**src/hdl/ahb_ram_pkg.sv**
```systemverilog
package ahb_ram_pkg;

    // One bus word. HWDATA, HRDATA and every RAM word use this width.
    typedef logic [31:0] data_t;

    // One enable bit per byte lane, bit 0 selects bits 7:0 of the word.
    typedef logic [3:0] byte_mask_t;

    // Transfer type as driven by the master on HTRANS.
    typedef logic [1:0] htrans_t;

    localparam htrans_t HTRANS_IDLE   = 2'b00;
    localparam htrans_t HTRANS_BUSY   = 2'b01;
    localparam htrans_t HTRANS_NONSEQ = 2'b10;
    localparam htrans_t HTRANS_SEQ    = 2'b11;

    // Transfer size.
    // Only the three sizes that fit into a 32-bit bus are named here.
    typedef logic [2:0] hsize_t;

    localparam hsize_t HSIZE_BYTE = 3'b000;
    localparam hsize_t HSIZE_HALF = 3'b001;
    localparam hsize_t HSIZE_WORD = 3'b010;

    // States of the slave control FSM.
    // CTRL_WRITE marks a cycle in which a write data phase is being
    // completed, CTRL_STALL the single wait state of a read that hit
    // the word being written.
    typedef enum logic [1:0] {
        CTRL_IDLE  = 2'b00,
        CTRL_WRITE = 2'b01,
        CTRL_STALL = 2'b10
    } ctrl_state_t;

    // Everything the RAM needs to perform one write, except the address.
    typedef struct packed {
        logic       enable;  // Write strobe for the current cycle.
        byte_mask_t mask;    // Lanes to update.
        data_t      data;    // Write data, aligned to the byte lanes.
    } ram_write_t;

endpackage

```
**src/hdl/ahb_byte_lanes.sv**
```systemverilog
module ahb_byte_lanes (
    input  logic                      HCLK,
    input  logic                      HRESETn,
    input  logic                      write_request,
    input  ahb_ram_pkg::hsize_t       HSIZE,
    input  logic [1:0]                addr_low,   // HADDR[1:0] of the address phase.
    output ahb_ram_pkg::byte_mask_t   write_mask
);

    ahb_ram_pkg::byte_mask_t lane_mask;

    // Lanes follow the little-endian byte order of the bus.
    // A halfword is picked by address bit 1 alone, since transfers are aligned.
    always_comb begin
        case (HSIZE)
            ahb_ram_pkg::HSIZE_BYTE: begin
                lane_mask = ahb_ram_pkg::byte_mask_t'(4'b0001 << addr_low);
            end
            ahb_ram_pkg::HSIZE_HALF: begin
                lane_mask = addr_low[1] ? 4'b1100 : 4'b0011;
            end
            ahb_ram_pkg::HSIZE_WORD: begin
                lane_mask = 4'b1111;
            end
            default: begin
                // Sizes wider than the bus select no lane.
                lane_mask = '0;
            end
        endcase
    end

    // The mask is moved into the data phase so that it lines up with
    // write_enable and HWDATA.
    // Any cycle without an accepted write clears it.
    always_ff @(posedge HCLK) begin
        if (!HRESETn) begin
            write_mask <= '0;
        end else if (write_request) begin
            write_mask <= lane_mask;
        end else begin
            write_mask <= '0;
        end
    end

endmodule

```
**config.mk**
```make
export PLATFORM = sky130hd
export DESIGN_NAME = ahb_byte_lanes
export DESIGN_NICKNAME = d
export VERILOG_FILES = /design/src/hdl/ahb_ram_pkg.sv /design/src/hdl/ahb_byte_lanes.sv
export SDC_FILE = /design/constraint.sdc
export NUM_CORES = 1
export LEC_CHECK = 0
export BUFFER_PORTS_ARGS = -buffer_cell sky130_fd_sc_hd__buf_2
export CAP_MARGIN = 0
export CORE_AREA = 4 4 41 43
export DETAILED_ROUTE_END_ITERATION = 8
export DIE_AREA = 0 0 45 47
export GPL_TIMING_DRIVEN = 0
export PLACE_DENSITY_LB_ADDON = 0.05
export SLEW_MARGIN = 0
export SYNTH_ARGS = -nofsm -noshare
export SYNTH_HDL_FRONTEND = slang
export SYNTH_SLANG_ARGS = --single-unit
export TNS_END_PERCENT = 1
```
**constraint.sdc**
```tcl
create_clock -name HCLK -period 0.8 [get_ports HCLK]
set_clock_uncertainty 0.15 [all_clocks]
set_input_delay 0.12 -clock HCLK [delete_from_list [all_inputs] [get_ports HCLK]]
set_output_delay 0.12 -clock HCLK [all_outputs]
set_load 0.03 [all_outputs]
```
# ---- Word-level counts from Yosys, hierarchy flattened
# Index checks and enable logic that the tools add are counted.
dict set report classes {
  eq_ne 2
  n_shift 1
  mux 2
  reduce_logical 2
}
# operator count
set ops {}
lappend ops {{case mux 4 bit (3 select lines)} 1}
lappend ops {{two-way mux 4 bit} 1}
lappend ops {{<< shifter 1 x 2 -> 4 bit (first input constant)} 1}
lappend ops {{== test 3 x 1 -> 1 bit (second input constant)} 1}
lappend ops {{== test 3 x 2 -> 1 bit (second input constant)} 1}
lappend ops {{zero test 3 bit} 1}
lappend ops {{AND reduction 2 bit} 1}
dict set report word_totals {
  ff_bits 4
  out_inout_bits 4
  elab_cells 8
}

# ---- Logic depth before layout (Yosys ltp)
dict set report depth {
  word_depth 2
  mapped_depth 3
  depth_no_buf 3
}

# ---- Worst setup path before layout
# No wires, ideal clock.
dict set report synth_path {
  path_kind {register -> output}
  startpoint {register write_mask[0]}
  endpoint {output port write_mask[0]}
  t_arrival_ps 459
  required_ps 530
  slack_ps 71
  path_stages_with_launch 1
  cell_sequence {dfxtp_1}
}
# item line_no
set synth_rtl {}
lappend synth_rtl {{start: declaration} ahb_byte_lanes.sv:7} ;# output ahb_ram_pkg::byte_mask_t write_mask
lappend synth_rtl {{start signal: assignment} ahb_byte_lanes.sv:39} ;# write_mask <= lane_mask;
# No word-level cell between the ends.

# ---- Final worst setup path
dict set report layout_path {
  startpoint {register write_mask[1]}
  endpoint {output port write_mask[1]}
}
# No word-level cell between the ends.

==> results.md <==
* Post-Layout Cell Count at 46
* Maximum achievable frequency at about 1.1 GHz
* Diode insertion count for antenna repair at 0
* Number of flops mapped to enable cells by yosys at 0
* Initial cell density of the core at 11.54%
* Cell area after layout at 276.5 um2
* Cell internal pwr at 408.7 uW
* Number of maximum-capacitance constraint violations at 0
* Total clock buffers created by CTS at 3
* Fill cell instance count of the final layout at 150
* Layout-stage area growth over the synthesis result at 84.17%
* Critical path's top delay family: flip-flops
* Routed via count divided by cell count at 3.652
* Hold Buf Count CTS at 0
* Placement Cell Area at 224.0 um2
* DIE AREA at 2115 um2
* Area of the mapped netlist at roughly 150 um2
* Worst Path Arrival at 660 ps
* Count of cell types in the netlist at 8
* Setup repair after global routing missed its margin: true
* Count of buffer and inverter cells on the critical path at 1
* Ordered cell list for the critical path: buf_6
* Violations in the final reports: setup timing
* Number of routed nets with antenna violations at 0
* Post-synthesis net count at 25
* Worst Hold Class: in2reg
* Share of layout cells above drive strength 1 at 61.29%
* Post-synthesis cell count at 17
* Flip-flop cell with the highest count after synthesis: dfxtp_1
* Tot Pwr at 520.7 uW
* Portion of the clock cycle consumed by the worst path in the final layout at 116.6%
* Clock network fraction of total power at 46.1%
* Largest net degree at the start of global routing at 5
* Number of warnings printed during yosys synthesis at 0
* Antenna violations before repair at 0
* P_leak at 0.0001339 uW
* H-tree Lvls at 1
* Setup violation total in the final timing report at 4
* Critical hold path startpoint: HSIZE[1]
* Slew at the pin closest to its max-slew limit at roughly 150 ps
* Flops & latches, synth at 4
* Area of combinational cells with multiple inputs at 62.56 um2
* Share of flip-flops with an asynchronous set or reset after synthesis at 0%
* Relative max-transition margin at approximately nine tenths
* Weighted congestion reported at the end of routability-driven placement at 0.6486
* Library cell used as clock root buffer: clkbuf_4
* Part of the power in combinational logic at a little over an eighth
* Library cell with the largest summed area after synthesis: dfxtp_1
* Clk sink count at 4
* Registers with the most flip-flops: write_mask x4
* Number of optimization iterations in the first detailed-route pass at 2
* Proportion of synthesized chip area in sequential cells at a little over half
* Power per unit of standard cell area at approximately 1900 nW/um2
* Top post-synthesis cells by count: 4 x a21oi_1, 4 x dfxtp_1, 2 x inv_1, 2 x nor2_1, 2 x o21ai_0
* Mean routed wirelength per cell at 8.391 um
* Area share of the largest cell type after synthesis at between 50% and 60%
* IO buf count at 11
* Flip-flop and latch area at 85.08 um2
* Count of cells along the worst hold path at 3
* Critical-path maximum fanout at 1
* Sequential Power Share at 40.5%
* Std-Cell Core Area at about 1300 um2
* Final Max Tran Viols at 0
* Biggest register: write_mask
* Switching share of power at between 20% and 30%
* Worst Hold Endpoint: write_mask[0]$_SDFF_PN0_
* Vias in the first global route at roughly 180
* Highest cell delay on the worst timing path at a little over 300 ps
* Crit path kind: reg2out
* Run status: complete, but fails checks
* DRT iter0 DRCs at 2
* CTS tree: done
* Wire length of the first global-routing pass at 621 um
* All-Layer GR Usage at 4.815%
* Core Util, Final at 21.25%
* Worst ir drop on vdd at 0.3331 mV
* Die extent in x at 45 um
* Buffers from clock root to sink, at most at 2
* Critical Path Sink Type: output pin
* Number of rows created at floorplan at 13
* Critical Path Source Type: register
* Slowest stage cell on the critical path: dfxtp_2
* Final-report hold violation count at 0
* Height of the die at between 40 and 50 um
* Syn avg cell area at 8.832 um2
* Top area cells in the synthesized netlist: dfxtp_1 53%, a21oi_1 13%, nand4b_2 10%, o21ai_0 6.7%, inv_1 5.0%
* Final worst slack at -132.6 ps
* Grt total ovfl at 0
* DRC violation count after routing at 0
* Flip-flop count of the largest register after layout at 4
* Placed instance count at 43
* Data required, critical path at 530 ps
* Via count at 168
* Clock-pin slew of the registers on the worst-case setup and hold paths at 40 ps
* Total wire length at 386 um
* Net switching power at 112.0 uW
* Post-layout nets at 41
* Top Ports at 12
* Time the final worst path needs with I/O delays and setup at 932.6 ps
-- per-stage QoR --
step / hold WS, ps / setup TNS [ps] / setup slack (ps)
final: 19.65 / -523.5 / -132.6
after CTS: 5.816 / -582.5 / -147.6
after global placement: 249.4 / -245.0 / -64.49
after floorplan: 87.43 / 0 / 70.75
after global routing: 31.22 / -623.0 / -162.7
after detailed placement: 251.7 / -224.8 / -70.30
-- placed cells by master, fill, tap and decap left out, drive strengths merged --
| master | Yosys | layout |
|---|---|---|
| a21oi | 4 | 4 |
| buf | 0 | 11 |
| clkbuf | 0 | 3 |
| dfxtp | 4 | 4 |
| inv | 2 | 2 |
| nand2 | 1 | 1 |
| nand2b | 1 | 1 |
| nand4b | 1 | 1 |
| nor2 | 2 | 2 |
| o21ai | 2 | 2 |
-- kinds of logic after synthesis --
| logic type | share of synthesized area [%] |
|---|---|
| AOI/OAI and AO/OA | 20.00 |
| DFF | 53.34 |
| buffers and inverters | 5.002 |
| and+or+nand+nor | 21.67 |
-- worst max-delay path by stage --
stage          slack, ps                  endpoint                     start  depth (start not counted)
6_report            -130             write_mask[1]  write_mask[1]$_SDFF_PN0_                          1
5_1_grt             -160             write_mask[2]  write_mask[2]$_SDFF_PN0_                          1
4_1_cts             -150             write_mask[3]  write_mask[3]$_SDFF_PN0_                          1
3_5_place_dp         -70  write_mask[3]$_SDFF_PN0_                  HSIZE[1]                          4
3_3_place_gp         -60  write_mask[1]$_SDFF_PN0_                  HSIZE[1]                          4
2_1_floorplan         70             write_mask[0]  write_mask[0]$_SDFF_PN0_                          0
-- final cells by class --
class                           instances  area share [%]
Sequential cell                         4           30.77
Timing Repair Buffer                   11           28.96
Multi-Input combinational cell         11           22.62
Clock buffer                            3           8.145
Tap cell                               15           6.787
Inverter                                2           2.715
-- power by group through the flow --
stage / Sequential (uW) / Clock, uW / Combinational [uW]
global route: 211 / 267 / 77.0
global placement: 211 / 0 / 63.6
CTS: 211 / 259 / 70.9
finish: 211 / 240 / 70.0
floorplan: 224 / 0 / 18.7
detailed placement: 211 / 0 / 63.4
-- repair_timing --
| item | 4_1_cts | 5_1_grt |
|---|---|---|
| endpoints found under the hold margin | 0 | 0 |
| buffers inserted | 0 | 0 |
| gates resized for setup | 12 | 0 |
| setup endpoints to repair | 4 | 4 |
-- metal layers --
layer / vias up / global-route usage, % / part of all wire (%)
met2: 8 / 5.932 / 52
met3: 0 / 1.149 / 11
met4: 0 / 10.53 / 0
li1: 86 / - / -
met1: 74 / 4.308 / 37
met5: - / 0 / 0
(Power assumes the default switching activity.)
