$ cat src/hdl/ahb_ram_pkg.sv
package ahb_ram_pkg;

    // One bus word. HWDATA, HRDATA and every RAM word use this width.
    typedef logic [31:0] data_t;

    // One enable bit per byte lane, bit 0 selects bits 7:0 of the word.
    typedef logic [3:0] byte_mask_t;

    // Transfer type as driven by the master on HTRANS.
    typedef logic [1:0] htrans_t;

    localparam htrans_t HTRANS_IDLE   = 2'b00;
    localparam htrans_t HTRANS_BUSY   = 2'b01;
    localparam htrans_t HTRANS_NONSEQ = 2'b10;
    localparam htrans_t HTRANS_SEQ    = 2'b11;

    // Transfer size.
    // Only the three sizes that fit into a 32-bit bus are named here.
    typedef logic [2:0] hsize_t;

    localparam hsize_t HSIZE_BYTE = 3'b000;
    localparam hsize_t HSIZE_HALF = 3'b001;
    localparam hsize_t HSIZE_WORD = 3'b010;

    // States of the slave control FSM.
    // CTRL_WRITE marks a cycle in which a write data phase is being
    // completed, CTRL_STALL the single wait state of a read that hit
    // the word being written.
    typedef enum logic [1:0] {
        CTRL_IDLE  = 2'b00,
        CTRL_WRITE = 2'b01,
        CTRL_STALL = 2'b10
    } ctrl_state_t;

    // Everything the RAM needs to perform one write, except the address.
    typedef struct packed {
        logic       enable;  // Write strobe for the current cycle.
        byte_mask_t mask;    // Lanes to update.
        data_t      data;    // Write data, aligned to the byte lanes.
    } ram_write_t;

endpackage

$ cat src/hdl/ahb_slave_ctrl.sv
module ahb_slave_ctrl #(
    parameter int ADDR_WIDTH = 10
) (
    input  logic                      HCLK,
    input  logic                      HRESETn,
    input  logic                      HSEL,
    input  logic [ADDR_WIDTH-1:0]     haddr,    // Word address of the address phase.
    input  ahb_ram_pkg::htrans_t      HTRANS,
    input  logic                      HWRITE,
    output logic                      HREADY,
    output logic                      read_enable,
    output logic [ADDR_WIDTH-1:0]     read_addr,
    output logic                      write_enable,
    output logic [ADDR_WIDTH-1:0]     write_addr,
    output logic                      write_request
);

    ahb_ram_pkg::ctrl_state_t state;
    ahb_ram_pkg::ctrl_state_t next_state;

    logic [ADDR_WIDTH-1:0] addr_q;        // Word address of the last accepted request.
    logic                  transfer;
    logic                  request;
    logic                  read_request;
    logic                  stall;
    logic                  collision;

    // BUSY and IDLE carry no data, so only NONSEQ and SEQ count as transfers.
    assign transfer = (HTRANS == ahb_ram_pkg::HTRANS_NONSEQ) ||
                      (HTRANS == ahb_ram_pkg::HTRANS_SEQ);

    // An address phase is only accepted while HREADY is high.
    // During the wait state the master holds its next address phase,
    // which must not be taken twice.
    assign request       = HSEL && transfer && HREADY;
    assign read_request  = request && !HWRITE;
    assign write_request = request && HWRITE;

    assign stall = (state == ahb_ram_pkg::CTRL_STALL);

    // Both strobes come straight from the state register.
    assign HREADY       = !stall;
    assign write_enable = (state == ahb_ram_pkg::CTRL_WRITE);
    assign write_addr   = addr_q;   // Only meaningful while write_enable is high.

    // A read that names the word whose write data is on the bus right now
    // would sample the RAM before the write lands.
    assign collision = read_request && write_enable && (haddr == addr_q);

    // The read port samples during the address phase.
    // In the wait state the held read address is read again, this time
    // after the write has been stored.
    assign read_enable = read_request || stall;
    assign read_addr   = stall ? addr_q : haddr;

    always_comb begin
        if (write_request) begin
            next_state = ahb_ram_pkg::CTRL_WRITE;
        end else if (collision) begin
            next_state = ahb_ram_pkg::CTRL_STALL;
        end else begin
            next_state = ahb_ram_pkg::CTRL_IDLE;  // Also leaves the wait state.
        end
    end

    always_ff @(posedge HCLK) begin
        if (!HRESETn) begin
            state <= ahb_ram_pkg::CTRL_IDLE;
        end else begin
            state <= next_state;
        end
    end

    // The address is kept for the data phase of a write and for the
    // repeated read in the wait state.
    always_ff @(posedge HCLK) begin
        if (request) begin
            addr_q <= haddr;
        end
    end

endmodule

$ cat config.mk
export PLATFORM = sky130hd
export DESIGN_NAME = ahb_slave_ctrl
export DESIGN_NICKNAME = d
export VERILOG_FILES = /design/src/hdl/ahb_ram_pkg.sv /design/src/hdl/ahb_slave_ctrl.sv
export SDC_FILE = /design/constraint.sdc
export NUM_CORES = 1
export LEC_CHECK = 0
export BUFFER_PORTS_ARGS = -buffer_cell sky130_fd_sc_hd__buf_4
export CORE_MARGIN = 5
export CORE_UTILIZATION = 25
export DETAILED_ROUTE_END_ITERATION = 12
export GPL_TIMING_DRIVEN = 0
export MAX_ROUTING_LAYER = met4
export PLACE_DENSITY = 0.62
export SLEW_MARGIN = 20
export SYNTH_ARGS = -nofsm -noshare
export SYNTH_HDL_FRONTEND = slang
export SYNTH_SLANG_ARGS = --single-unit
$ cat constraint.sdc
create_clock -name HCLK -period 1.6 [get_ports HCLK]
set_input_delay 0.32 -clock HCLK [delete_from_list [all_inputs] [get_ports HCLK]]
set_output_delay 0.32 -clock HCLK [all_outputs]
set_load 0.01 [all_outputs]
# Word-level counts from Yosys, hierarchy flattened
# Index checks and enable logic that the tools add are counted.
[totals]
elab_cells = 23
reg_bits = 12
output_inout_bits = 24
in_bits = 16
[classes]
n_mux = 3
reduce_logical = 11
n_eq_ne = 5
n_bitwise = 1
[ops]
columns = ["operator", "n"]
rows = [
  ["== test 10 bit", 1],
  ["2-to-1 mux 10 bit", 1],
  ["== test 2 bit, second input constant", 3],
  ["logical AND 1 bit", 6],
  ["== test 2 x 1 -> 1 bit, second input constant", 1],
  ["logical NOT 1 bit", 2],
  ["logical OR 1 bit", 2],
  ["2-to-1 mux 2 bit", 1],
  ["OR reduction 2 bit", 1],
  ["2-to-1 mux 1 bit", 1],
  ["NOT 1 bit", 1],
]

# Depth between registers and ports, before layout
# Gate-level depths: netlist of run 1.
[logic_depth]
ltp_word = 9
depth_mapped = 3
depth_no_buf = 3

# Least setup slack after synthesis of run 1
# No wires, ideal clock.
[synth_timing]
path_type = "register -> output"
start = "reg state[0]"
end = "out write_request"
path_stages_with_launch = 4
n_path_buf = 0
slack_ns = 0.271
arrival_ns = 1.009
required_time_ns = 1.280
path_cell_list = "dfxtp_1 > nand2b_4 > and2b_1 > and2_1"
[synth_between]
elab_chain_len = 4
[synth_lines]
columns = ["element", "line", "rtl"]
rows = [
  ["start, declared", "ahb_slave_ctrl.sv:18", "ahb_ram_pkg::ctrl_state_t state;"],
  ["start signal, assigned", "ahb_slave_ctrl.sv:68", "state <= ahb_ram_pkg::CTRL_IDLE;"],
  ["start signal, assigned", "ahb_slave_ctrl.sv:70", "state <= next_state;"],
  ["== test 2 bit", "ahb_slave_ctrl.sv:39", "assign stall = (state == ahb_ram_pkg::CTRL_STALL);"],
  ["logical NOT 1 bit", "ahb_slave_ctrl.sv:42", "assign HREADY = !stall;"],
  ["logical AND 1 bit", "ahb_slave_ctrl.sv:35", "assign request = HSEL && transfer && HREADY;"],
  ["logical AND 1 bit", "ahb_slave_ctrl.sv:37", "assign write_request = request && HWRITE;"],
  ["end, declared", "ahb_slave_ctrl.sv:15", "output logic write_request"],
]
# No other way between the ends.

# Final worst setup path of run 1
[layout_timing]
start = "reg state[0]"
end = "out read_addr[8]"
[layout_between]
elab_chain_len = 2
[layout_lines]
columns = ["element", "line", "rtl"]
rows = [
  ["== test 2 bit", "ahb_slave_ctrl.sv:39", ""],
  ["2-to-1 mux 10 bit", "ahb_slave_ctrl.sv:54", "assign read_addr = stall ? addr_q : haddr;"],
  ["end, declared", "ahb_slave_ctrl.sv:12", "output logic [ADDR_WIDTH-1:0] read_addr,"],
]
# No other way between the ends.

==> results.toml, run 1 <==
[setup_path]
cp_cell_sequence = "nand2b_4 -> buf_12 -> mux2_4 -> buf_6"
worst-setup-path-type = "reg2out"
timing.rr.start = "state[0]$_SDFF_PN0_"
critical-path-max-stage-delay_ns = 0.34
critical_path_arrival_ns = 1.35
worst_r2r_path_depth = 4
critPathSlowestCell = "dfxtp_2"
cp_data_required_time_ns = 1.28
endpoint_kind = "output port"
path_max_fanout = 9
regToRegSetupSlack_ns = 0.47
critical_path.endpoint = "read_addr[8]"
worst_setup_path_start_kind = "flop"
crit-reg2reg-capture = "state[0]$_SDFF_PN0_"
worstSetupStartpoint = "state[0]$_SDFF_PN0_"

[logic_synthesis]
netlist-cell-type-count = 17
post-synth-top-area-cell = "edfxtp_1"
synthMuxAreaShare_pct = 21.1
synth_simple_gate_area_share_pct = 13.3
synthesis.area_um2 = 677
synth_xor_area_share_pct = 12.9
syn-instance-count = 46
synth_top_family_by_area = "multiplexers"
synthTopCellsByArea = "edfxtp_1, mux2_4, xnor2_1"
syn_area_per_cell_um2 = 14.7
synth_seq_cells = 12
syn-num-nets = 62
compound_cell_area_share_of_the_yosys_netlist_pct = 0.739
post_synth_fa_ha_maj_area_fraction_pct = 0
ys.warnings.count = 0
yosys.area.top_type_share_pct = 44.4
synth_sequential_area_ratio_pct = 50.3

[power_and_ir_drop]
static-leakage-power_uw = 0.000505
sw_frac_of_total_pct = 23.7
p_int_uw = 589
comb_power_share_pct = 20.5
clock_power_share_pct = 32.6
pwr_density_cell_nw_per_um2 = 684
power.switching_uw = 183
irDropWorstVdd_v = 0.000366
power_frac_seq_pct = 46.9

[sta]
hold_violations = 0
hold_ws_ns = 0.235
final.period_utilization_pct = 104
rsz0062_at_grt = "yes"
max_clock_freq_mhz = 600
timing.slew.headroom_pct = 88.7
number_of_pins_with_negative_max_slew_slack_in_the_final_report = 0
tightestPinTransition_ns = 0.169
fin_crit_ns = 1.67
finClkSkew_ns = 0.00177
setup-violations-final = 10
post-route-worst-setup-slack_ns = -0.0670

[clocking]
cts.path.max_buffers = 2
tritoncts_num_sinks = 12
cts.root.buffer_cell = "clkbuf_4"
cts_tree = "yes"
cts_inserted_buffers = 3
cts.clk_slew.worst_paths_ns = 0.08
maximum_level_of_the_cts_h_tree = 1
insertion_delay_ns = 0.28

[die]
dieArea_um2 = 3850
fp-row-count = 18
initial_utilization_pct = 26.8
io_pins = 40
die_w_um = 62.0
core_footprint_um2 = 2520
die-height_um = 62.0

[detailed_routing]
route.detailed.vias_per_inst = 4.55
dr.pass1.iters = 4
vias = 555
drt-total-wl_mm = 1.69
routedWlPerCell_um = 13.9
drt_first_iter_violations = 15
drt_antenna_net_count = 0
residual_drc = 0

[global_routing]
global_route.overflow_total = 0
first_global_vias = 565
groute.layer.met3.usage_pct = 2.27
grt_busiest_layer = "met2"
gr-usage-met2_pct = 13.9
grt_usage_pct = 9.39
antenna_found_initial = 0
pin_count_of_the_biggest_net_entering_global_routing = 13
grt.met1_usage_pct = 11.9
grt_first_pass_wirelength_mm = 2.51

[min_path]
timing.hold.worst.class = "in2reg"
hold_path_startpoint = "haddr[9]"

[layout]
fillers = 249
regArea_um2 = 343
mostFrequentLayoutCells = "buf_4, mux2_4, xnor2_1, buf_6, edfxtp_1"
final_layout_size_suffix_gt1_share_pct = 69.6
final_nets = 109
antenna_cells_inserted = 0
most_common_cell_after_layout_fill_and_taps_aside = "buf_4"
finalNonFillerCells = 122
area_delta_synth_final_pct = 66.7
multiInputGateArea_um2 = 339

[place]
placed_cells_incl_taps = 114
routabilityCongestion = 0.661
input_output_buffers = 38
detailedPlacementHpwl_mm = 1.23

[flow_run]
cap_violations = 0

[status]
run_status = "finished with violations"
failing_checks = "negative setup slack"
-- worst max-delay path, delay by kind of cell, from the launching register on --
family,cells,cell delay [ns]
flops,1,0.34
mux,1,0.31
buf+inv,2,0.27
simple gates,1,0.15
-- repair_timing --
action                                  CTS  global route
hold buffers                              0             0
endpoints found under the setup margin   10            12
buffers inserted                          2             2
gates resized for setup                  17             2
-- per-stage QoR --
stage | util, % | area, um2 | TNS [ns] | setup WS [ns] | total power (uW)
final | 44.7 | 1130 | -0.591 | -0.0670 | 772
after global routing | 44.7 | 1130 | -1.13 | -0.122 | 806
after CTS | 43.8 | 1110 | -0.830 | -0.0926 | 786
after detailed placement | 39.6 | 1000 | 0 | 0.00615 | 512
after global placement | 39.6 | 1000 | -0.0114 | -0.0114 | 511
after floorplan | - | 677 | 0 | 0.271 | 430
-- area by class of cell --
type | instances | area share [%]
timing repair buffer | 42 | 31.3
sequential | 12 | 30.4
multi-input combinational | 33 | 30.0
tap | 30 | 3.33
clock buffer | 4 | 3.22
buffer | 1 | 1.77
-- sequential cells by signal (all words and copies together) (netlist names) --
name	flops
write_addr	10
state	2
-- power groups by stage --
stage | logic [uW] | registers [uW] | clock network, uW
2_1_floorplan | 56.9 | 373 | 0
3_3_place_gp | 142 | 369 | 0
3_5_place_dp | 144 | 369 | 0
4_1_cts | 157 | 362 | 267
5_1_grt | 170 | 364 | 272
6_report | 159 | 362 | 251
-- cell usage after synthesis --
cell type,instances
and2b_2,1
nor4_2,1
o21ai_1,1
dfxtp_1,2
nand2_1,1
mux2_4,8
and2_1,1
and2b_1,1
nand3_1,1
xnor2_1,10
and3_1,1
buf_6,1
nand4_1,3
nand2b_4,1
edfxtp_1,10
nor3b_1,1
mux2_1,2
-- logic make-up after synthesis --
kind of cell | after synthesis
buffers and inverters | 1
xor gates and xnor gates | 10
AOI/OAI and AO/OA | 1
muxes | 10
and+or+nand+nor | 12
DFF | 12
-- metal layers --
metal,up-vias,share of wire (%)
met3,3,9.8
met2,32,44
met1,257,44
met5,-,0
met4,0,1.8
li1,263,-
-- worst min-delay path by stage --
stage | end | slack, ns | cells after the start
finish | write_addr[9]$_DFFE_PN_ | 0.24 | 1
global route | write_addr[3]$_DFFE_PN_ | 0.23 | 1
CTS | write_addr[7]$_DFFE_PN_ | 0.22 | 1
detailed placement | write_addr[7]$_DFFE_PN_ | 0.53 | 1
global placement | write_addr[7]$_DFFE_PN_ | 0.52 | 1
floorplan | write_addr[0]$_DFFE_PN_ | 0.42 | 0
No activity file was read; power rests on OpenSTA's default activity.
==> inputs of run 2 (changes only) <==
--- a/config.mk
+++ b/config.mk
@@ -6,12 +6,14 @@
 export NUM_CORES = 1
 export LEC_CHECK = 0
 export BUFFER_PORTS_ARGS = -buffer_cell sky130_fd_sc_hd__buf_4
+export CELL_PAD_IN_SITES_DETAIL_PLACEMENT = 1
+export CELL_PAD_IN_SITES_GLOBAL_PLACEMENT = 2
 export CORE_MARGIN = 5
 export CORE_UTILIZATION = 25
 export DETAILED_ROUTE_END_ITERATION = 12
 export GPL_TIMING_DRIVEN = 0
 export MAX_ROUTING_LAYER = met4
-export PLACE_DENSITY = 0.62
+export PLACE_DENSITY = 0.87
 export SLEW_MARGIN = 20
 export SYNTH_ARGS = -nofsm -noshare
 export SYNTH_HDL_FRONTEND = slang
==> run 2 against run 1 <==
Net effect:
- the flow still finishes with violations (negative setup slack)
- total power shrank 1.2%
- clock power fell by 4%
- combinational power is essentially flat
- via count shrank 0.18%
- register-to-register slack gained 0.02 ns
- design area unchanged
- sequential cell count did not move
- largest cell class unchanged
- highest routed layer unchanged
- core utilization stayed put
- worst setup slack better by 0.026 ns
- critical endpoint is now read_addr[0]
- non-clock buffer count is the same
==> results.toml, run 2 (same netlist as run 1, synthesis figures left out) <==
[layout]
antenna_cells_inserted = 0
mostFrequentLayoutCells = "buf_4, mux2_4, xnor2_1, buf_6, edfxtp_1"
most_common_cell_after_layout_fill_and_taps_aside = "buf_4"
finalNonFillerCells = 122
largest_reg_flops = 10
final_nets = 109
area_delta_synth_final_pct = 66.7
final_layout_size_suffix_gt1_share_pct = 69.6

[clocking]
cts.clk_slew.worst_paths_ns = 0.08
cts.root.buffer_cell = "clkbuf_4"
cts.path.max_buffers = 2
cts_inserted_buffers = 3
insertion_delay_ns = 0.27
tritoncts_num_sinks = 12
maximum_level_of_the_cts_h_tree = 1
cts_tree = "yes"

[die]
die_w_um = 62.0
initial_utilization_pct = 26.8
io_pins = 40
fp-row-count = 18
die-height_um = 62.0
core_footprint_um2 = 2520
dieArea_um2 = 3850

[flow_run]
cap_violations = 0

[sta]
rsz0062_at_grt = "yes"
timing.slew.headroom_pct = 88.6
hold_violations = 0
finClkSkew_ns = 0.00759
fin_crit_ns = 1.64
max_clock_freq_mhz = 610
tightestPinTransition_ns = 0.170
number_of_pins_with_negative_max_slew_slack_in_the_final_report = 0
setup-violations-final = 10
post-route-worst-setup-slack_ns = -0.0406
final.period_utilization_pct = 103
finalSetupTns_ns = -0.331

[power_and_ir_drop]
static-leakage-power_uw = 0.000505
pwr_density_cell_nw_per_um2 = 676
irDropWorstVdd_v = 0.000519

[detailed_routing]
dr.pass1.iters = 4
routedWlPerCell_um = 14.1
route.detailed.vias_per_inst = 4.54
drt_first_iter_violations = 9
drt-total-wl_mm = 1.72
drt_antenna_net_count = 0
residual_drc = 0
vias = 554

[setup_path]
cp_data_required_time_ns = 1.28
path_max_fanout = 9
critical_path_arrival_ns = 1.32
endpoint_kind = "output port"
regToRegSetupSlack_ns = 0.49
worst-setup-path-type = "reg2out"
worst_r2r_path_depth = 3
critical-path-max-stage-delay_ns = 0.32
worst_setup_path_start_kind = "flop"
cp_cell_sequence = "nand2b_4 -> buf_12 -> mux2_4 -> buf_6"
worstSetupStartpoint = "state[0]$_SDFF_PN0_"
crit-reg2reg-capture = "write_addr[5]$_DFFE_PN_"
critPathSlowestCell = "dfxtp_2"
timing.rr.start = "state[0]$_SDFF_PN0_"
critical_path.endpoint = "read_addr[0]"

[global_routing]
grt_usage_pct = 10.6
global_route.overflow_total = 0
antenna_found_initial = 0
first_global_vias = 606
pin_count_of_the_biggest_net_entering_global_routing = 13
grt_first_pass_wirelength_mm = 2.83

[min_path]
timing.hold.worst.class = "in2reg"

[place]
input_output_buffers = 38
detailedPlacementHpwl_mm = 1.36
routabilityCongestion = 0.641
placed_cells_incl_taps = 114

[status]
run_status = "finished with violations"
failing_checks = "negative setup slack"
-- run 2: cell counts in the layout (fill, tap and decap cells not counted) --
No cell type changed its count.
-- run 2: final cells by class --
class / count / area (um2)
timing repair buffer: 42 / 353
buffer: 1 / 20.0
fill: 273 / 1390
tap: 30 / 37.5
sequential: 12 / 343
multi-input combinational: 33 / 339
clock buffer: 4 / 36.3
-- run 2: how the worst min path moves through the flow --
| stage | endpoint | startpoint | cells after the start |
|---|---|---|---|
| global placement | write_addr[7]$_DFFE_PN_ | haddr[7] | 1 |
| CTS | write_addr[3]$_DFFE_PN_ | haddr[3] | 1 |
| detailed placement | write_addr[3]$_DFFE_PN_ | haddr[3] | 1 |
| global route | write_addr[3]$_DFFE_PN_ | haddr[3] | 1 |
| floorplan | write_addr[0]$_DFFE_PN_ | haddr[0] | 0 |
| finish | write_addr[3]$_DFFE_PN_ | haddr[3] | 1 |
-- run 2: power by group --
group / switching (uW) / internal, uW / total (uW)
registers: 9.98 / 352 / 362
clock network: 104 / 138 / 242
logic: 60.2 / 98.4 / 159
total: 175 / 589 / 763
-- run 2: stage by stage --
stage / setup WS (ns) / utilization, % / total power, uW / instance area, um2 / hold WS (ns)
final: -0.0406 / 44.7 / 763 / 1130 / 0.242
after global routing: -0.106 / 44.7 / 811 / 1130 / 0.220
after CTS: -0.0586 / 44.3 / 774 / 1120 / 0.234
after detailed placement: -0.0419 / 39.6 / 515 / 1000 / 0.526
after global placement: 0.00522 / 39.6 / 511 / 1000 / 0.523
after floorplan: 0.271 / - / 430 / 677 / 0.419
-- run 2: repair_timing --
action	in CTS	in global routing
endpoints found under the setup margin	9	12
hold buffers	0	0
setup buffers	3	1
resized for setup	18	1
-- run 2: critical path: cells and delay by family, from the launching register on --
kind	cells	cell delay (ns)
buf+inv	2	0.27
flops	1	0.32
mux	1	0.30
simple gates	1	0.16
-- run 2: metal layers --
| metal | vias up | share of wire [%] | global-route usage, % |
|---|---|---|---|
| li1 | 264 | - | - |
| met1 | 261 | 42 | 13.2 |
| met2 | 27 | 48 | 16.0 |
| met3 | 2 | 9.4 | 3.72 |
| met4 | 0 | 0.58 | 3.64 |
| met5 | - | 0 | - |
